===== config.mk =====
export PLATFORM = sky130hd
export DESIGN_NAME = complex_to_magsq_flat
export DESIGN_NICKNAME = d
export VERILOG_FILES = /design/src/hw/sc_sample_pkg.sv /design/src/hw/axis_if.sv /design/src/hw/complex_to_magsq.sv /design/src/flat_wrapper.sv
export SDC_FILE = /design/constraint.sdc
export NUM_CORES = 1
export LEC_CHECK = 0
export BUFFER_PORTS_ARGS = -buffer_cell sky130_fd_sc_hd__clkbuf_2
export CAP_MARGIN = 5
export CORE_UTILIZATION = 35
export CTS_CLUSTER_DIAMETER = 40
export DETAILED_ROUTE_END_ITERATION = 7
export RECOVER_POWER = 25
export SYNTH_ARGS = -nofsm -noshare
export SYNTH_HDL_FRONTEND = slang
export SYNTH_SLANG_ARGS = --single-unit

===== constraint.sdc =====
create_clock -name clk -period 18.35 [get_ports clk]
set_input_delay 5.505 -clock clk [delete_from_list [all_inputs] [get_ports clk]]
set_output_delay 5.505 -clock clk [all_outputs]
set_load 0.01 [all_outputs]

===== src/hw/sc_sample_pkg.sv =====
package sc_sample_pkg;

   // ~~~~~~~~~~~~~~~~~~~~~~~~~~~~~~~~~~~~~~~
   // sample and word widths
   // ~~~~~~~~~~~~~~~~~~~~~~~~~~~~~~~~~~~~~~~
   localparam int SAMPLE_W   = 16;           // one I or Q component
   localparam int POW_W      = 32;           // magnitude and power words
   localparam int SUM_GROWTH = 8;            // headroom for a 144 window

   // ~~~~~~~~~~~~~~~~~~~~~~~~~~~~~~~~~~~~~~~
   // complex formats
   // ~~~~~~~~~~~~~~~~~~~~~~~~~~~~~~~~~~~~~~~
   // The same packing is used for raw samples, for the conjugate products
   // and for the scaled correlation, so one type serves all three.
   typedef struct packed {
      logic signed [SAMPLE_W-1:0] i;         // upper half
      logic signed [SAMPLE_W-1:0] q;         // lower half
   } iq_t;

endpackage


===== src/hw/axis_if.sv =====
`timescale 1ns/100ps

interface axis_if #(
   parameter type T = logic [31:0]
);

   T     tdata;
   logic tlast;
   logic tvalid;
   logic tready;

   // source side
   modport mst (
      output tdata,
      output tlast,
      output tvalid,
      input  tready
   );

   // sink side
   modport slv (
      input  tdata,
      input  tlast,
      input  tvalid,
      output tready
   );

endinterface


===== src/hw/complex_to_magsq.sv =====
`timescale 1ns/100ps

module complex_to_magsq
   import sc_sample_pkg::*;
(
   input logic clk,
   input logic i_reset,
   axis_if.slv s,
   axis_if.mst m
);

   iq_t                   in_d;
   logic [2*SAMPLE_W-1:0] sq_i, sq_q;
   logic [POW_W-1:0]      mag;
   logic                  v1, l1, v2, l2;
   logic                  en1, en2;

   assign in_d     = s.tdata;
   assign en2      = !v2 || m.tready;
   assign en1      = !v1 || en2;
   assign s.tready = en1;

   always_ff @(posedge clk) begin
      if (i_reset) begin
         v1 <= 1'b0;
         v2 <= 1'b0;
      end else begin
         if (en1)
            v1 <= s.tvalid;
         if (en2)
            v2 <= v1;
      end
   end

   always_ff @(posedge clk) begin
      if (en1 && s.tvalid) begin
         sq_i <= in_d.i * in_d.i;            // squares are never negative
         sq_q <= in_d.q * in_d.q;
         l1   <= s.tlast;
      end
      if (en2 && v1) begin
         mag <= sq_i + sq_q;
         l2  <= l1;
      end
   end

   assign m.tdata  = mag;
   assign m.tlast  = l2;
   assign m.tvalid = v2;

endmodule


===== src/flat_wrapper.sv =====
// flat-port wrapper written by rule: the top's interface ports become plain ports
module complex_to_magsq_flat import sc_sample_pkg::*;
  (clk, i_reset, s_tdata, s_tlast, s_tvalid, s_tready, m_tdata, m_tlast, m_tvalid, m_tready);
  axis_if s_i ();
  axis_if m_i ();
  input logic clk;
  input logic i_reset;
  input wire logic [$bits(s_i.tdata)-1:0] s_tdata;
  input wire logic [$bits(s_i.tlast)-1:0] s_tlast;
  input wire logic [$bits(s_i.tvalid)-1:0] s_tvalid;
  output wire logic [$bits(s_i.tready)-1:0] s_tready;
  output wire logic [$bits(m_i.tdata)-1:0] m_tdata;
  output wire logic [$bits(m_i.tlast)-1:0] m_tlast;
  output wire logic [$bits(m_i.tvalid)-1:0] m_tvalid;
  input wire logic [$bits(m_i.tready)-1:0] m_tready;
  assign s_i.tdata = s_tdata;
  assign s_i.tlast = s_tlast;
  assign s_i.tvalid = s_tvalid;
  assign s_tready = s_i.tready;
  assign m_tdata = m_i.tdata;
  assign m_tlast = m_i.tlast;
  assign m_tvalid = m_i.tvalid;
  assign m_i.tready = m_tready;
  complex_to_magsq u_core (.clk(clk), .i_reset(i_reset), .s(s_i), .m(m_i));
endmodule

## After elaboration in Yosys (flattened, before gate mapping)

Index checks and enable logic that the tools add are counted.

| word-level totals | value |
|---|---|
| bits in registers | 100 |
| bits in latches | 0 |
| memory bits (writable) | 0 |
| ROM bits | 0 |
| input port bits | 37 |
| output and inout bits | 35 |
| word-level logic and storage cells | 16 |
| memories | 0 |

| operators by class | value |
|---|---|
| add/subtract/negate cells | 1 |
| $mul | 2 |
| div/mod/pow operators | 0 |
| magnitude comparators | 0 |
| equality and inequality tests | 0 |
| shift-type cells | 0 |
| multiplexer cells | 0 |
| bitwise logic cells | 0 |
| reductions and logical operators | 6 |

Operator list:

| kind | count |
|---|---|
| 16-bit by 16-bit multiplier with 32-bit output | 2 |
| 32-bit adder | 1 |
| 1-bit logical AND | 2 |
| 1-bit logical NOT | 2 |
| 1-bit logical OR | 2 |

## Logic depth before layout (Yosys ltp)

| logic depth | value |
|---|---|
| depth after elaboration | 4 |
| mapped depth | 25 |
| depth with buffers taken out | 24 |

## Worst setup path after synthesis

No wires, ideal clock.

| timing | value |
|---|---|
| path type | input to register |
| start | input s_tdata[15] |
| end | register u_core.sq_q[31], data pin |
| library setup time | 260 ps |
| data arrival time | 11,341 ps |
| data required time | 18,090 ps |
| setup slack | 6,749 ps |
| stages on the path | 21 |
| buffers on the path | 2 |
| cells stage by stage | clkbuf_1 -> buf_1 -> nand2_1 -> fa_1 -> inv_1 -> fa_1 -> fa_1 -> fa_1 -> fa_1 -> inv_1 -> fa_1 -> inv_1 -> ha_1 -> and4_1 -> a221oi_1 -> o211ai_1 -> o31ai_4 -> o211ai_1 -> a21o_1 -> a21oi_1 -> xnor2_1 |

| on the way | value |
|---|---|
| longest elaborated chain between the ends | 1 |

RTL lines:

| element | RTL line | text |
|---|---|---|
| from (decl) | flat_wrapper.sv:8 | `input wire logic [$bits(s_i.tdata)-1:0] s_tdata;` |
| 16-bit by 16-bit multiplier with 32-bit output | complex_to_magsq.sv:38 | `sq_q <= in_d.q * in_d.q;` |
| to (signal assigned) | complex_to_magsq.sv:38 |  |
| to (decl) | complex_to_magsq.sv:13 | `logic [2*SAMPLE_W-1:0] sq_i, sq_q;` |

Every way passes these cells.
A chain may end at the register's enable or synchronous reset.

## Worst setup path after layout

Ends and elaborated chain as after synthesis.

==> qor.csv <==
stage;metric;value;unit
cells_and_area;drive_gt1_share;4.05;%
clock_network;post_cts_buffers;0;
cells_and_area;diodes;0;
synthesis;synthCells;2256;
synthesis;synth_top_area_share;42.5;%
place;place_hpwl;38300;µm
detailed_routing;drc;0;
setup_path;worstPathMaxFanout;20;
clock_network;numCtsBuffers;9;
sta;finalHoldViolCount;0;
global_route;overflow;0;
clock_network;insertion_delay;0.35;ns
cells_and_area;syn_to_final_growth;6.97;%
synthesis;ys_warn_count;0;
sta;fin_skew;0.00641;ns
floorplanning;die_area;64000;µm²
clock_network;clk_pin_slew;0.07;ns
clock_network;h-tree-depth;3;
flow_run;maxCapViolations;0;
sta;rsz0062_at_grt;no;
synthesis;syn-num-nets;2971;
setup_path;cp_data_arrival_time;12.26;ns
floorplanning;io_pins;72;
setup_path;cp_data_required_time;18.45;ns
floorplanning;die_y;253;µm
setup_path;startpoint_type;primary input;
clock_network;ctsRootBufferMaster;clkbuf_16;
synthesis;synth-async-reset-ratio;0;%
sta;timing.fmax;0.0823;GHz
cells_and_area;final_cells;3132;
synthesis;ys_types;57;
sta;slew_viol_final;0;
detailed_routing;num_vias;14523;
sta;slew_headroom;28.5;%
sta;fin_crit;12.16;ns
synthesis;seq_area_frac_synth;13.2;%
place;dp.cells;3116;
setup_path;cp_common_cell;fa_1;
global_route;grt_pass1_vias;16280;
clock_network;cts_tree;done;
setup_path;crit_chain;clkbuf_2 -> inv_1 -> nor2_1 -> fa_1 -> fa_1 -> fa_1 -> fa_1 -> fa_1 -> inv_1 -> fa_1 -> inv_1 -> ha_1 -> and4_1 -> a221oi_1 -> o211ai_1 -> o31ai_4 -> o211ai_1 -> a21o_1 -> a21oi_1 -> xnor2_1;
detailed_routing;dr.pass1.iters;5;
synthesis;synth_seq_cells;98;
floorplanning;fp-row-count;91;
detailed_routing;postRouteAntennaNets;0;
clock_network;cts_hold_buf;0;
setup_path;critPathCaptureType;flip-flop;
detailed_routing;dr.first_iter.drc_count;598;
detailed_routing;vias_per_cell;4.64;
setup_path;slowest_delay;0.92;ns
synthesis;synth_area_leader_cell;fa_1;
global_route;grt_max_degree;64;
synthesis;yosys_most_used_dff;edfxtp_1;
synthesis;syn_avg_cell_area;9.78;µm²
cells_and_area;design_area;23600;µm²
cells_and_area;final_core_util;38.1;%
place;gp_congestion;0.878;
sta;finalCritPeriodShare;66.2;%
synthesis;synth_area_leaders;fa_1 (42%), edfxtp_1 (13%), ha_1 (12%);
detailed_routing;wl_per_cell;14.3;µm
setup_path;timing_worst_setup_path_type;in -> reg;
sta;tightest_slew;1.07;ns
floorplanning;start_util;35.6;%
floorplanning;coreArea;61900;µm²
synthesis;synth_edf_count;96;
synthesis;syn_area;22100;µm²
global_route;antenna_found_initial;0;
clock_network;clock-sinks;98;
setup_path;cpMaxStageDelayCell;fa_1;
sta;tns;0;ns
clock_network;ctsResizeCount;0;
run_status;status;complete, no violations;
clock_network;clock_path_buffers;2;
place;place_area;23300;µm²
hold_path;hp-class;reg -> reg;
place;portBuffers;71;
detailed_routing;wl;44800;µm
global_route;grt_pass1_wl;77000;µm
cells_and_area;layout.nets;3005;
floorplanning;die_x;253;µm
sta;setup_violations;0;
global_route;track_usage;15.0;%
cell type report:
class                      count  area (µm²)
fill                        6144       38300
clock buffer                  11         243
inverter                     648        2430
clock inverter                 5        85.1
tap                          837        1050
timing repair buffer          72         339
multi-input combinational   1461       16500
sequential                    98        2920
cell families after synthesis:
family,Yosys count,share of synthesized area (%)
flops,98,13.2
compound gates,208,6.27
fa+ha+maj,678,54.4
xor+xnor,107,4.25
buf+inv,697,11.9
mux,2,0.0907
simple gates,466,9.91
worst max-delay path: cells and delay by family:
family | cells | cell delay, ns
adders and majority gates | 7 | 3.89
AOI/OAI and AO/OA | 6 | 1.36
buffers and inverters | 4 | 0.87
xor gates and xnor gates | 1 | 0.08
and+or+nand+nor | 2 | 0.55
worst paths after layout:
check,cells after the start,slack [ns],startpoint,to
worst min register to register,0,0.43,u_core.l1,u_core.m.tlast
worst min-delay path,0,0.43,u_core.l1,u_core.m.tlast
worst max-delay path,20,6.19,s_tdata[15],u_core.sq_q[31]
worst max register to register,9,15.06,u_core.sq_i[12],u_core.m.tdata[30]
synthesized netlist by cell type (3+ instances only):
cell type and instances:
a211oi_1 7, a21o_1 33, a21oi_1 61, a31o_2 10
and2_1 89, and3_1 9, buf_1 3, clkbuf_1 46
edfxtp_1 96, fa_1 468, ha_1 210, inv_1 648
nand2_1 171, nand2b_1 16, nand3_1 13, nand4_1 8
nor2_1 112, nor2b_1 15, nor3_1 14, nor3b_1 3
o211ai_1 11, o21a_1 14, o21ai_0 37, o21bai_1 4
o31a_1 4, or2_2 6, or3_1 3, xnor2_1 86
xor2_1 21
sequential cells by signal, indices dropped and copies added (netlist names):
name / cells
u_core.l1: 1
u_core.m.tlast: 1
u_core.v1: 1
u_core.sq_q: 31
u_core.sq_i: 31
u_core.m.tdata: 32
u_core.m.tvalid: 1
through the flow:
step                hold slack (ns)  setup WS, ns
finish                        0.431          6.19
global route                  0.459          5.75
CTS                           0.440          6.20
detailed placement            0.410          5.83
global placement              0.406          6.00
floorplan                     0.400          6.75
per-layer routing:
metal / GRT usage, % / part of all wire, % / vias up
li1: - / - / 6842
met1: 19.0 / 43 / 7395
met2: 27.3 / 52 / 244
met3: 1.85 / 3.6 / 42
met4: 2.67 / 1.4 / 0
met5: 0 / 0 / -
placed cells by master, fill, tap and decap left out, types with 16 or more instances in the layout:
master / instances
inv_1: 648
fa_1: 468
ha_1: 210
nand2_1: 171
nor2_1: 112
edfxtp_1: 96
and2_1: 86
xnor2_1: 86
a21oi_1: 61
clkbuf_2: 52
o21ai_0: 37
a21o_1: 33
xor2_1: 21
clkbuf_1: 20
nand2b_1: 16
Power is left out: the tool's default activity adds up to more than one toggle a clock period on the data nets, which glitch-free logic cannot reach.
