**src/hw/sc_detect_pkg.sv**
```systemverilog
package sc_detect_pkg;

   // ~~~~~~~~~~~~~~~~~~~~~~~~~~~~~~~~~~~~~~~
   // preamble geometry
   // ~~~~~~~~~~~~~~~~~~~~~~~~~~~~~~~~~~~~~~~
   localparam int DELAY_LEN   = 16;          // half symbol
   localparam int DELAY_LOG2  = 4;
   localparam int WINDOW_LEN  = 144;         // averaging window
   localparam int WINDOW_LOG2 = 8;

   // ~~~~~~~~~~~~~~~~~~~~~~~~~~~~~~~~~~~~~~~
   // metric scaling
   // ~~~~~~~~~~~~~~~~~~~~~~~~~~~~~~~~~~~~~~~
   localparam int METRIC_FRAC = 16;          // fraction bits of the ratio

endpackage

```
**src/hw/sc_sample_pkg.sv**
```systemverilog
package sc_sample_pkg;

   // ~~~~~~~~~~~~~~~~~~~~~~~~~~~~~~~~~~~~~~~
   // sample and word widths
   // ~~~~~~~~~~~~~~~~~~~~~~~~~~~~~~~~~~~~~~~
   localparam int SAMPLE_W   = 16;           // one I or Q component
   localparam int POW_W      = 32;           // magnitude and power words
   localparam int SUM_GROWTH = 8;            // headroom for a 144 window

   // ~~~~~~~~~~~~~~~~~~~~~~~~~~~~~~~~~~~~~~~
   // complex formats
   // ~~~~~~~~~~~~~~~~~~~~~~~~~~~~~~~~~~~~~~~
   // The same packing is used for raw samples, for the conjugate products
   // and for the scaled correlation, so one type serves all three.
   typedef struct packed {
      logic signed [SAMPLE_W-1:0] i;         // upper half
      logic signed [SAMPLE_W-1:0] q;         // lower half
   } iq_t;

endpackage

```
**src/hw/moving_sum.sv**
```systemverilog
`timescale 1ns/100ps

module moving_sum
   import sc_sample_pkg::*;
   import sc_detect_pkg::*;
#(
   parameter int WIDTH     = 16,
   parameter bit SIGNED_IN = 1'b1
) (
   input  logic                        clk,
   input  logic                        i_reset,
   input  logic                        i_clear,
   input  logic [WIDTH-1:0]            i_tdata,
   input  logic                        i_tlast,
   input  logic                        i_tvalid,
   output logic                        o_tready,
   output logic [WIDTH+SUM_GROWTH-1:0] o_tdata,
   output logic                        o_tlast,
   output logic                        o_tvalid,
   input  logic                        i_tready
);

   logic [WIDTH-1:0]            hist [WINDOW_LEN];
   logic [WINDOW_LOG2-1:0]      wr_ptr;
   logic [WINDOW_LOG2-1:0]      clr_ptr;
   logic                        clr_busy;
   logic [WIDTH-1:0]            old_d;
   logic [WIDTH+SUM_GROWTH-1:0] in_ext, old_ext;
   logic [WIDTH+SUM_GROWTH-1:0] acc;
   logic                        out_v;
   logic                        in_fire;

   assign o_tready = !clr_busy && (!out_v || i_tready);
   assign in_fire  = i_tvalid && o_tready;

   assign old_d   = hist[wr_ptr];            // sample leaving the window
   assign in_ext  = {{SUM_GROWTH{SIGNED_IN && i_tdata[WIDTH-1]}}, i_tdata};
   assign old_ext = {{SUM_GROWTH{SIGNED_IN && old_d[WIDTH-1]}}, old_d};

   always_ff @(posedge clk) begin
      if (i_reset || i_clear) begin
         clr_busy <= 1'b1;
         clr_ptr  <= '0;
         wr_ptr   <= '0;
         acc      <= '0;
         out_v    <= 1'b0;
      end else begin
         if (clr_busy) begin
            clr_ptr <= clr_ptr + 1'b1;
            if (clr_ptr == WINDOW_LOG2'(WINDOW_LEN - 1))
               clr_busy <= 1'b0;
         end
         if (in_fire) begin
            acc   <= acc + in_ext - old_ext; // add new, drop oldest
            out_v <= 1'b1;
            if (wr_ptr == WINDOW_LOG2'(WINDOW_LEN - 1))
               wr_ptr <= '0;
            else
               wr_ptr <= wr_ptr + 1'b1;
         end else if (i_tready) begin
            out_v <= 1'b0;
         end
      end
   end

   always_ff @(posedge clk) begin
      if (clr_busy) begin
         hist[clr_ptr] <= '0;
      end else if (in_fire) begin
         hist[wr_ptr]  <= i_tdata;
         o_tlast       <= i_tlast;
      end
   end

   assign o_tdata  = acc;
   assign o_tvalid = out_v;

endmodule

```
**config.mk**
```make
export PLATFORM = sky130hd
export DESIGN_NAME = moving_sum
export DESIGN_NICKNAME = d
export VERILOG_FILES = /design/src/hw/sc_detect_pkg.sv /design/src/hw/sc_sample_pkg.sv /design/src/hw/moving_sum.sv
export SDC_FILE = /design/constraint.sdc
export NUM_CORES = 2
export LEC_CHECK = 0
export BUFFER_PORTS_ARGS = -buffer_cell sky130_fd_sc_hd__buf_2
export CORE_AREA = 4 4 416 418
export DETAILED_ROUTE_END_ITERATION = 16
export DIE_AREA = 0 0 420 422
export PLACE_DENSITY = 0.67
export SYNTH_ARGS = -nofsm -noshare
export SYNTH_HDL_FRONTEND = slang
export SYNTH_SLANG_ARGS = --single-unit
```
**constraint.sdc**
```tcl
create_clock -name clk -period 9.9 [get_ports clk]
set_clock_uncertainty 0.1 [all_clocks]
set_input_delay 0 -clock clk [delete_from_list [all_inputs] [get_ports clk]]
set_output_delay 0 -clock clk [all_outputs]
set_load 0.05 [all_outputs]
```
After elaboration in Yosys (flattened, before gate mapping) --
Memory sizes are Yosys's and may differ from the RTL's. A register that Yosys moved wholly into a read port is not among the register bits. Index checks and enable logic that the tools add are counted.
Word-level totals: register bits after elaboration 43, bits in latches 0, memory bits (writable) 2304, memory bits (read-only) 0, output and inout bits 27, logic and storage cells 38, memories kept 1
Operators by class: add/subtract/negate cells 4, $mul 0, divide/modulo/power cells 0, $lt $le $gt $ge 0, equality and inequality tests 2, shift operators 0, multiplexer cells 15, bitwise gates (word level) 1, reductions and logical operators 9
Memory list:
- hist | words 144, bits a word 16, rd ports 1, clocked after Yosys merged registers in 1, write ports 1, line moving_sum.sv:23 | logic [WIDTH-1:0] hist [WINDOW_LEN];
Operators with widths (count):
- 8-bit two-way mux | 4
- 24-bit adder | 1
- 24-bit subtractor | 1
- 8-bit by 1-bit adder with 8-bit output, second input constant | 2
- 8-bit == test, second input constant | 2
- 16-bit two-way mux | 1
- 16-bit OR reduction | 1
- 1-bit two-way mux | 10
- 1-bit logical AND | 2
- 1-bit zero test | 2
- 1-bit logical OR | 2
- 2-bit AND reduction | 1
- 2-bit nonzero test | 1
- 1-bit inverter | 1

Depth between registers and ports, before layout --
word-level depth 9, gate-level depth with buffers 26, gate-level depth less buffers 20

Worst setup path after synthesis --
OpenSTA, ideal clock, no wires.
path type flip-flop to flip-flop, start point register out_v (netlist: o_tvalid), end point memory hist[0][11] (data pin), data arrival time 5.883 ns, required time 8.928 ns, path slack 3.045 ns, stages on the path, launching flop included 9, path buffers 4, clock period less this slack 6.855 ns, cells stage by stage dfxtp_1 -> nand2b_1 -> nor2b_1 -> nand2_1 -> clkbuf_1 -> clkbuf_1 -> clkbuf_1 -> buf_1 -> nor2_1
Between the ends: longest elaborated chain between the ends 9
RTL lines:
- start: declaration | line moving_sum.sv:30 | logic out_v;
- start signal: assignment | line moving_sum.sv:46 | out_v <= 1'b0;
- start signal: assignment | line moving_sum.sv:55 | out_v <= 1'b1;
- start signal: assignment | line moving_sum.sv:61 | out_v <= 1'b0;
- 1-bit zero test | line moving_sum.sv:33 | assign o_tready = !clr_busy && (!out_v || i_tready);
- 1-bit logical OR | line moving_sum.sv:33
- 1-bit logical AND | line moving_sum.sv:33
- net o_tready | line moving_sum.sv:16 | output logic o_tready,
- 1-bit logical AND | line moving_sum.sv:34 | assign in_fire = i_tvalid && o_tready;
- 1-bit two-way mux | line moving_sum.sv:69 | end else if (in_fire) begin
- 1-bit two-way mux | line moving_sum.sv:67 | if (clr_busy) begin
- 1-bit two-way mux (not written as such) | line moving_sum.sv:70 | hist[wr_ptr] <= i_tdata;
- 16-bit OR reduction (no line)
- 16-bit two-way mux (no line)
- end: declaration | line moving_sum.sv:23
The timed path passes the listed nets, and every way through them passes these cells.

==> impl_metrics.tcl <==
set metrics [dict create \
    status "complete, no violations" \
    cts_buffers 226 \
    worst_pin_slew_ps 1270 \
    power_density_nw_per_um2 186 \
    area_growth_pct 12.2 \
    cts_sinks 2355 \
    clock-root-buffer "clkbuf_16" \
    worstSetupPathType "reg2reg" \
    slew-limit-headroom_pct 15.0 \
    intPower_mw 15.5 \
    htreeDepth 4 \
    grt_pass1_wl_mm 328 \
    synth_area_per_cell_um2 21.2 \
    holdWs_ps 61.7 \
    post-route-min-period_ps 7770 \
    cts_tree "built" \
    place_ws_ps 2300 \
    place_area_um2 96700 \
    clockBufferDepth 3 \
    tns_ps 0 \
    postLayoutSetupSlackWorst_ps 2130 \
    postLayoutCellArea_um2 104000 \
    setup-violations-final 0 \
    p_leak_nw 30.3 \
    drt_pre_antenna_iters 6 \
    detail-route-antenna-nets 0 \
    switching_share_pct 19.7 \
    core-area_um2 169000 \
    required_ps 10500 \
    gp_congestion 0.862 \
    clkTransAtPathRegs_ps 60 \
    final_cells 7070 \
    num_rows 151 \
    irDropWorstVdd_v 0.000177 \
    die-width_um 420 \
    timing.critical_path.fanout_max 40 \
    drt_iter0_markers 6264 \
    grt_usage_pct 25.9 \
    yosys_warnings 0 \
    ys.flop_type "edfxtp_1" \
    fin_crit_sh_pct 78.5 \
    fmax_ghz 0.129 \
    netSwitchingPower_mw 3.82 \
    finish.net_count 4735 \
    critPathCaptureType "flop" \
    vias_per_cell 6.44 \
    arrival_ps 8370 \
    place_hpwl_mm 128 \
    maxCapViolCount 0 \
    post-route-drc-count 0 \
    synth_cells 4369 \
    dr_total_vias 45600 \
    grt_remaining_overflow 0 \
    synth_edf_count 2305 \
    fin_util_pct 61.5 \
    slew_viol_final 0 \
    initial_core_util_pct 54.8 \
    place_inst 6627 \
    pwr-share-comb_pct 1.3 \
    die_h_um 422 \
    power_mw 19.4 \
    ys_types 64 \
    die_area_um2 177000 \
    clk_latency_ps 850 \
    antenna_found_initial 6 \
    rsz0062_at_grt "false" \
    layout-drive-gt1-share_pct 27.4 \
    wl_mm 226 \
    synth-async-reset-ratio_pct 0 \
    grt_pass1_vias 45200 \
    synth_seq_cells 2355 \
    syn_nets 4441 \
    wl_per_cell_um 32.0 \
    min_path_type "in2reg" \
    crit_path_start_kind "flop" \
    p_clk_share_pct 43.0 \
    io_buffers 48 \
    syn_area_um2 92700 \
    num_io_pins 49 \
    grt_max_degree 96 \
    seq_area_frac_synth_pct 75.7 \
    seq_power_share_pct 55.7 \
    hold_viol_final 0 \
]
-- logic make-up (layout without fill, tap and decap cells) --
logic type / Yosys count / after routing / share of synthesized area, %
other cells: 0 / 3 / 0
fa+ha+maj: 50 / 50 / 0.861
buf+inv: 317 / 797 / 1.75
xor+xnor: 27 / 27 / 0.255
flops: 2355 / 2355 / 75.7
mux: 741 / 741 / 16.5
simple gates: 560 / 560 / 2.63
compound gates: 319 / 319 / 2.28
-- critical path, stage by stage (launching register included) --
cell and delay, ps:
dfxtp_4 990, buf_4 440, buf_4 490, mux4_2 630, nand2_1 110, a311oi_1 140, a311oi_1 640, a21oi_1 300
a21oi_1 570, o21ai_0 280, ha_1 350, inv_1 40, ha_1 220, fa_1 460, a21o_1 190, a41oi_1 290
and3_1 240, o31a_1 210, o22ai_1 130, o41ai_1 420, mux2i_1 240, o31ai_1 90
-- what timing repair did --
action	CTS	global route
gates resized for setup	0	0
hold buffers	26	0
endpoints found under the hold margin	747	0
buffers inserted	0	0
-- layout make-up --
class | instances | area (µm²)
flip-flops and latches | 2355 | 70200
multi-input cells | 1697 | 21200
clock inverters | 138 | 1240
diodes | 3 | 7.51
inverters | 80 | 308
repair buffers | 303 | 2370
fillers | 11500 | 65000
well taps | 2218 | 2780
clock buffers | 276 | 5890
-- power groups by stage --
stage	clock, mW	sequential [mW]	combinational [mW]
after detailed placement	0	11.0	0.241
after floorplan	0	11.0	0.162
after global placement	0	11.0	0.241
after CTS	8.45	10.8	0.251
after global routing	8.91	10.8	0.276
final	8.32	10.8	0.256
-- cell usage in the layout, fill, tap and decap left out, types with 7 or more instances in the layout --
| master | Yosys | final |
|---|---|---|
| a211o_1 | 7 | 7 |
| a211oi_1 | 43 | 43 |
| a21o_1 | 12 | 12 |
| a21oi_1 | 96 | 96 |
| a311oi_1 | 21 | 21 |
| a31oi_1 | 15 | 15 |
| and2_1 | 18 | 18 |
| and3_1 | 29 | 25 |
| buf_12 | 0 | 12 |
| buf_2 | 48 | 48 |
| buf_4 | 27 | 217 |
| bufinv_16 | 0 | 17 |
| clkbuf_1 | 103 | 48 |
| clkbuf_16 | 0 | 228 |
| clkinv_1 | 1 | 66 |
| clkinv_2 | 0 | 34 |
| dfxtp_1 | 50 | 44 |
| dlygate4sd3_1 | 0 | 26 |
| edfxtp_1 | 2305 | 2305 |
| fa_1 | 23 | 23 |
| ha_1 | 27 | 27 |
| inv_1 | 79 | 77 |
| mux2i_1 | 108 | 108 |
| mux4_2 | 631 | 631 |
| nand2_1 | 218 | 217 |
| nand2b_1 | 10 | 10 |
| nand3_1 | 18 | 18 |
| nand3b_1 | 11 | 11 |
| nand4_1 | 7 | 7 |
| nor2_1 | 201 | 102 |
| nor2_2 | 0 | 87 |
| nor2_4 | 0 | 12 |
| nor3_1 | 20 | 20 |
| o21ai_0 | 33 | 32 |
| o221ai_1 | 24 | 24 |
| o22ai_1 | 21 | 21 |
| or3_1 | 10 | 10 |
| xnor2_1 | 16 | 16 |
| xor2_1 | 11 | 11 |
-- sequential cells by signal, summed over array words and instances, names as in the netlist, named ones only --
signal / flops
wr_ptr: 8
clr_busy: 1
clr_ptr: 8
hist: 2304
o_tlast: 1
o_tdata: 24
o_tvalid: 1
-- Yosys cell counts, drive strengths merged (27+ instances only) --
cell    count  share of area, %
a211oi     43              0.35
a21oi      96              0.52
and3       29              0.20
buf       133               1.0
clkbuf    104              0.42
dfxtp      50               1.1
edfxtp   2305                75
ha         27              0.36
inv        79              0.32
mux2i     108               1.2
mux4      631                15
nand2     218              0.88
nor2      201              0.81
o21ai      39              0.21
-- metal layers --
metal	global-route usage [%]	vias to the layer above	share of wire [%]	wire (µm)
li1	-	18700	-	-
met1	39.0	24200	41	91600
met2	38.7	2339	47	105000
met3	5.81	350	10	22800
met4	7.60	0	2.8	6440
met5	0	-	0	0
-- worst paths after layout --
kind                         endpoint  slack (ps)  cells after the start                startpoint
min reg2reg  o_tdata[18]$_SDFFE_PP0P_         370                      2  o_tdata[18]$_SDFFE_PP0P_
max          o_tdata[22]$_SDFFE_PP0P_        2130                     21                      flop
min            hist[14][13]$_DFFE_PP_          60                      4               i_tdata[13]
max reg2reg  o_tdata[22]$_SDFFE_PP0P_        2130                     21                      flop
(Power assumes the default switching activity.)
