## config.mk

```make
export PLATFORM = sky130hd
export DESIGN_NAME = conj_mult_flat
export DESIGN_NICKNAME = d
export VERILOG_FILES = /design/src/hw/sc_sample_pkg.sv /design/src/hw/axis_if.sv /design/src/hw/conj_mult.sv /design/src/flat_wrapper.sv
export SDC_FILE = /design/constraint.sdc
export NUM_CORES = 2
export LEC_CHECK = 0
export BUFFER_PORTS_ARGS = -buffer_cell sky130_fd_sc_hd__buf_2
export CAP_MARGIN = 20
export CORE_ASPECT_RATIO = 1.4
export CORE_MARGIN = 5
export CORE_UTILIZATION = 40
export CTS_CLUSTER_SIZE = 16
export DETAILED_ROUTE_END_ITERATION = 8
export GPL_TIMING_DRIVEN = 0
export PLACE_DENSITY = 0.57
export SETUP_SLACK_MARGIN = 0.05
export SYNTH_ARGS = -nofsm -noshare
export SYNTH_HDL_FRONTEND = slang
export SYNTH_SLANG_ARGS = --single-unit
```

## constraint.sdc

```tcl
create_clock -name clk -period 8.3 [get_ports clk]
set_input_delay 0.415 -clock clk [delete_from_list [all_inputs] [get_ports clk]]
set_output_delay 0.415 -clock clk [all_outputs]
set_load 0.1 [all_outputs]
```

## src/hw/sc_sample_pkg.sv

```systemverilog
package sc_sample_pkg;

   // ~~~~~~~~~~~~~~~~~~~~~~~~~~~~~~~~~~~~~~~
   // sample and word widths
   // ~~~~~~~~~~~~~~~~~~~~~~~~~~~~~~~~~~~~~~~
   localparam int SAMPLE_W   = 16;           // one I or Q component
   localparam int POW_W      = 32;           // magnitude and power words
   localparam int SUM_GROWTH = 8;            // headroom for a 144 window

   // ~~~~~~~~~~~~~~~~~~~~~~~~~~~~~~~~~~~~~~~
   // complex formats
   // ~~~~~~~~~~~~~~~~~~~~~~~~~~~~~~~~~~~~~~~
   // The same packing is used for raw samples, for the conjugate products
   // and for the scaled correlation, so one type serves all three.
   typedef struct packed {
      logic signed [SAMPLE_W-1:0] i;         // upper half
      logic signed [SAMPLE_W-1:0] q;         // lower half
   } iq_t;

endpackage

```

## src/hw/axis_if.sv

```systemverilog
`timescale 1ns/100ps

interface axis_if #(
   parameter type T = logic [31:0]
);

   T     tdata;
   logic tlast;
   logic tvalid;
   logic tready;

   // source side
   modport mst (
      output tdata,
      output tlast,
      output tvalid,
      input  tready
   );

   // sink side
   modport slv (
      input  tdata,
      input  tlast,
      input  tvalid,
      output tready
   );

endinterface

```

## src/hw/conj_mult.sv

```systemverilog
`timescale 1ns/100ps

module conj_mult
   import sc_sample_pkg::*;
(
   input logic clk,
   input logic i_reset,
   axis_if.slv a,
   axis_if.slv b,
   axis_if.mst m
);

   iq_t                          a_d;
   iq_t                          b_d;
   logic                         a_l, a_v;
   logic signed [2*SAMPLE_W-1:0] p_ii, p_qq, p_qi, p_iq;
   logic signed [2*SAMPLE_W:0]   s_re, s_im;
   logic                         l1, v1;
   iq_t                          p_d;
   logic                         l2, v2;
   logic                         adv1, adv2, join_fire;

   function automatic logic signed [SAMPLE_W-1:0] sat_q15(input logic signed [2*SAMPLE_W:0] x);
      logic signed [2*SAMPLE_W:0] sh;
      sh = x >>> (SAMPLE_W - 1);
      if (sh > (2**(SAMPLE_W-1) - 1))
         return {1'b0, {(SAMPLE_W-1){1'b1}}};
      else if (sh < -(2**(SAMPLE_W-1)))
         return {1'b1, {(SAMPLE_W-1){1'b0}}};
      else
         return sh[SAMPLE_W-1:0];
   endfunction

   assign b_d       = b.tdata;
   assign adv2      = !v2 || m.tready;
   assign adv1      = !v1 || adv2;
   assign join_fire = a_v && b.tvalid && adv1;   // live copy waits here for b

   assign a.tready  = !a_v || join_fire;
   assign b.tready  = a_v && adv1;

   assign s_re = p_ii + p_qq;
   assign s_im = p_qi - p_iq;

   always_ff @(posedge clk) begin
      if (i_reset) begin
         a_v <= 1'b0;
         v1  <= 1'b0;
         v2  <= 1'b0;
      end else begin
         if (a.tvalid && a.tready)
            a_v <= 1'b1;
         else if (join_fire)
            a_v <= 1'b0;
         if (adv1)
            v1 <= join_fire;
         if (adv2)
            v2 <= v1;
      end
   end

   always_ff @(posedge clk) begin
      if (a.tvalid && a.tready) begin
         a_d <= a.tdata;
         a_l <= a.tlast;
      end
      if (join_fire) begin
         p_ii <= a_d.i * b_d.i;
         p_qq <= a_d.q * b_d.q;
         p_qi <= a_d.q * b_d.i;
         p_iq <= a_d.i * b_d.q;
         l1   <= a_l;
      end
      if (adv2 && v1) begin
         p_d.i <= sat_q15(s_re);
         p_d.q <= sat_q15(s_im);
         l2    <= l1;
      end
   end

   assign m.tdata  = p_d;
   assign m.tlast  = l2;
   assign m.tvalid = v2;

   // live and delayed copies come from the same fork transfer
   a_last_match: assert property (@(posedge clk) disable iff (i_reset)
      join_fire |-> (a_l == b.tlast));

endmodule

```

## src/flat_wrapper.sv

```systemverilog
// flat-port wrapper written by rule: the top's interface ports become plain ports
module conj_mult_flat import sc_sample_pkg::*;
  (clk, i_reset, a_tdata, a_tlast, a_tvalid, a_tready, b_tdata, b_tlast, b_tvalid, b_tready, m_tdata, m_tlast, m_tvalid, m_tready);
  axis_if a_i ();
  axis_if b_i ();
  axis_if m_i ();
  input logic clk;
  input logic i_reset;
  input wire logic [$bits(a_i.tdata)-1:0] a_tdata;
  input wire logic [$bits(a_i.tlast)-1:0] a_tlast;
  input wire logic [$bits(a_i.tvalid)-1:0] a_tvalid;
  output wire logic [$bits(a_i.tready)-1:0] a_tready;
  input wire logic [$bits(b_i.tdata)-1:0] b_tdata;
  input wire logic [$bits(b_i.tlast)-1:0] b_tlast;
  input wire logic [$bits(b_i.tvalid)-1:0] b_tvalid;
  output wire logic [$bits(b_i.tready)-1:0] b_tready;
  output wire logic [$bits(m_i.tdata)-1:0] m_tdata;
  output wire logic [$bits(m_i.tlast)-1:0] m_tlast;
  output wire logic [$bits(m_i.tvalid)-1:0] m_tvalid;
  input wire logic [$bits(m_i.tready)-1:0] m_tready;
  assign a_i.tdata = a_tdata;
  assign a_i.tlast = a_tlast;
  assign a_i.tvalid = a_tvalid;
  assign a_tready = a_i.tready;
  assign b_i.tdata = b_tdata;
  assign b_i.tlast = b_tlast;
  assign b_i.tvalid = b_tvalid;
  assign b_tready = b_i.tready;
  assign m_tdata = m_i.tdata;
  assign m_tlast = m_i.tlast;
  assign m_tvalid = m_i.tvalid;
  assign m_i.tready = m_tready;
  conj_mult u_core (.clk(clk), .i_reset(i_reset), .a(a_i), .b(b_i), .m(m_i));
endmodule
```

# Yosys cells after proc, flatten, opt, wreduce, memory -nomap -nowiden
# Cells that the tools add are included.
# totals
inputBits,71
wordCells,40
output_inout_bits,36
ff_bits,198
# classes
addsub,2
magnitude_cmp,4
reduce_logical,12
n_mux,4
multipliers,4
# op_table
op,n
$mul A16 B16 Y32,4
$gt A18 B16 Y1 const B,2
$lt A18 B16 Y1 const B,2
$add A32 B32 Y33,1
$sub A32 B32 Y33,1
$mux W16,2
$logic_and A1 B1 Y1,5
$logic_not A1 Y1,3
$logic_or A1 B1 Y1,3
$mux W1,2
$reduce_bool A2 Y1,1

# Depth between registers and ports, before layout
# depth
ltp_word,7
mapped_depth,25
mapped_depth_nobuf,24

# Worst setup path after synthesis
# OpenSTA, ideal clock, no wires.
# synth_timing
path_type,register -> register
startpoint,reg u_core.a_d[15] (netlist name)
endpoint,"reg u_core.p_qi[31], data pin"
arrival_time_ps,6171
path_buffers,1
period_less_slack_ps,6430
setup_slack_ps,1870
stages_incl_launch_ff,22
cell_sequence,edfxtp_1 > clkbuf_1 > nand2_1 > inv_1 > fa_1 > fa_1 > fa_1 > fa_1 > fa_1 > inv_1 > fa_1 > inv_1 > ha_1 > a21o_1 > a21oi_1 > o21bai_1 > a21o_1 > or3_1 > o21a_1 > a211oi_1 > a21oi_1 > xnor2_1
# synth_via
elab_chain_len,1
# synth_lines
item,line_no,source
start: declaration,conj_mult.sv:13,iq_t a_d;
start signal: assignment,conj_mult.sv:64,a_d <= a.tdata;
$mul A16 B16 Y32,conj_mult.sv:70,p_qi <= a_d.q * b_d.i;
end signal: assignment,conj_mult.sv:70,
end: declaration,conj_mult.sv:16,"logic signed [2*SAMPLE_W-1:0] p_ii, p_qq, p_qi, p_iq;"
# No other way between the ends.
# A chain may end at the register's enable or synchronous reset.

# Final worst setup path
# layout_timing
startpoint,reg u_core.a_d[20] (netlist name)
endpoint,"reg u_core.p_iq[30], data pin"
# layout_via
elab_chain_len,1
# layout_lines
item,line_no,source
$mul A16 B16 Y32,conj_mult.sv:71,p_iq <= a_d.i * b_d.q;
end signal: assignment,conj_mult.sv:71,
end: declaration,conj_mult.sv:16,
# No other way between the ends.

==> impl_metrics.ini <==
[run_status]
status = finished, final reports clean

[timing]
worst_pin_slew_ns = 1.29
final-setup-viol-count = 0
final.setup_skew_ns = 0.0306
worst_hold_slack_ns = 0.0539
min_period_over_period_pct = 97.6
finalHoldViolCount = 0
unrepaired_setup_endpoints_after_global_routing = false
final_critical_path_required_period_ns = 8.10
achievable-frequency_mhz = 123
timing.final.max_slew_violations = 0
fin_tns_setup_ns = 0
max-slew-margin-rel_pct = 13.7

[synth]
yosys.area.top_type = sky130_fd_sc_hd__fa_1
number_of_nets_produced_by_synthesis = 6420
synthFlopType = sky130_fd_sc_hd__edfxtp_1
yosysWarnings = 0
xor_and_xnor_fraction_of_the_mapped_netlist_area_pct = 3.02
synthMuxAreaShare_pct = 0.154
seq_area_frac_synth_pct = 12.4
synth_simple_gate_area_share_pct = 13.6
netlist_instances = 4911
synthesis.area_per_instance_um2 = 9.74
synth_enable_flop_cells = 195
synth_area_leaders = sky130_fd_sc_hd__fa_1 44%, sky130_fd_sc_hd__edfxtp_1 12%, sky130_fd_sc_hd__ha_1 10%
postSynth.asyncResetShare_pct = 0
yosys.area_share.adder_pct = 54.0
synth.top_cell.area_share_pct = 43.8
synth_compound_gate_area_share_pct = 5.84
synth.distinct_cells = 85
synth_top_family_by_area = adder cells
synth.cell_area_um2 = 47800
postSynthRegisterBits = 198

[routing]
detailedRoute.firstIterationViolations = 2197
detail-route-antenna-nets = 0
drt-wirelength-per-cell_um = 23.4
routed_wl_um = 157000
vias = 34000
total_iterations_of_the_first_detailed_routing_run = 6
post_drt_via_cell_ratio = 5.10
drt_drc_violations_left = 0

[critical_path]
criticalPathCategory = reg -> reg
timing.critical_path.required_ns = 8.52
cell_mode_on_critical_path = sky130_fd_sc_hd__fa_1
crit_arrival_ns = 8.33
cp_max_fo = 10
timing.critical_path.from_type = register
timing.critical_path.slowest_stage_cell = sky130_fd_sc_hd__buf_1
cp_cell_sequence = buf_1 > and2_1 > fa_1 > inv_1 > fa_1 > inv_1 > fa_1 > fa_1 > fa_1 > inv_1 > fa_1 > inv_1 > ha_1 > and3_1 > o31a_1 > or3_1 > a21oi_1 > o21a_1 > o21bai_1 > o2111ai_1 > o21ai_0 > a21oi_1 > xnor2_1
critPathMaxStageDelay_ns = 0.97
worstSetupEndpointType = register
critical_path.top_delay_family = adder cells
critical_path.n_buffers_inverters = 5

[cells_and_area]
syn_to_final_growth_pct = 7.39
commonest_cells_after_routing_fill_and_taps_aside = 1190 x sky130_fd_sc_hd__inv_1, 1048 x sky130_fd_sc_hd__fa_1, 520 x sky130_fd_sc_hd__nand2_1
layout.filler_cells = 11700
nets = 6573
post_route_cells_drive_above_1_share_pct = 3.78
final_common_cell = sky130_fd_sc_hd__inv_1
fin_cells = 6679

[cts]
tritoncts.num_buffers = 17
ctsRootBufferMaster = sky130_fd_sc_hd__clkbuf_16
clk_pin_slew_ns = 0.09
cts-htree-levels = 4
tritoncts_clock_tree = built
cts_sinks = 198
worstSkewPairLatency_ns = 0.56
cts_max_path_buffers = 2

[die]
starting_utilization_of_the_core_area_pct = 40.2
core_area_um2 = 119000
core.rowCount = 150
die-width_um = 302
ios = 107
die_height_um = 419
die_area_um2 = 127000

[global_route]
grt.total_usage_pct = 25.6
global_route.overflow_total = 0
grt_max_degree = 95
initial_antenna_violation_count = 21
grt_pass1_wl_um = 235000
grt_pass1_vias = 36700

[placement]
routabilityCongestion = 0.979
portBuffers = 105
placed_cells = 6616
post-dp-hpwl_um = 133000

[min_path]
worst_hold_path_type = in -> reg

[flow_run]
timing.max_cap.violations = 0
## stage by stage
stage	setup WS [ns]	util, %	cell area [µm²]
4_1_cts	0.137	43.1	51300
3_3_place_gp	0.293	42.3	50400
5_1_grt	0.0511	43.1	51400
6_report	0.196	43.1	51400
2_1_floorplan	1.87	-	47800
3_5_place_dp	0.182	42.4	50500
## registers in the layout (all words and copies together), names as in the netlist
| signal | cells |
|---|---|
| u_core.a_l | 1 |
| u_core.m.tlast | 1 |
| u_core.p_qq | 32 |
| u_core.p_qi | 32 |
| u_core.v1 | 1 |
| u_core.a_d | 32 |
| u_core.m.tdata | 32 |
| u_core.p_ii | 32 |
| u_core.l1 | 1 |
| u_core.m.tvalid | 1 |
| u_core.a_v | 1 |
| u_core.p_iq | 32 |
## worst paths after layout
check,from,to,slack [ns],cells past startpoint
max reg2reg,u_core.a_d[20],u_core.p_iq[30],0.20,23
max,u_core.a_d[20],u_core.p_iq[30],0.20,23
min,i_reset,u_core.a_v,0.05,2
min reg2reg,u_core.a_l,u_core.l1,0.43,0
## Yosys cell counts (all sizes together) (14+ instances only)
cell type  count
o21bai        24
xnor2        127
nand2        520
inv         1191
edfxtp       195
a211oi        14
nand3         25
clkbuf       194
and3          16
nor2b         25
xor2          37
nand2b        34
ha           390
o21a          21
nor2         125
and2         501
o21ai         65
fa          1048
nor3          17
a21o          79
a21oi        119
## cells by family after synthesis
logic type,count (synthesis)
simple gates,1300
fa+ha+maj,1438
flops,198
compound gates,411
buf+inv,1393
xor+xnor,164
mux,7
## layout make-up
class | count | area [µm²] | area share (%)
multi-input combinational | 3320 | 36700 | 71.4
sequential | 198 | 5920 | 11.5
inverter | 1192 | 4480 | 8.72
tap | 1596 | 2000 | 3.89
timing repair buffer | 134 | 868 | 1.69
buffer | 201 | 797 | 1.55
clock buffer | 18 | 429 | 0.835
clock inverter | 14 | 191 | 0.373
antenna | 6 | 15.0 | 0.0292
## what timing repair did
item / in CTS / in global routing
buffers inserted: 0 / 0
hold endpoints to repair: 22 / 0
hold buffers: 22 / 0
resized for setup: 0 / 25
setup endpoints to repair: 0 / 3
## metal layers
layer	global-route usage (%)	vias up	part of all wire, %
met5	0	-	0.046
met4	19.1	10	9.9
met3	3.91	382	5.6
met2	42.4	1101	48
met1	30.1	17500	37
li1	-	15000	-
Power is not shown: default switching activity piles up to over one toggle a cycle in this logic, so the estimate is an artifact.
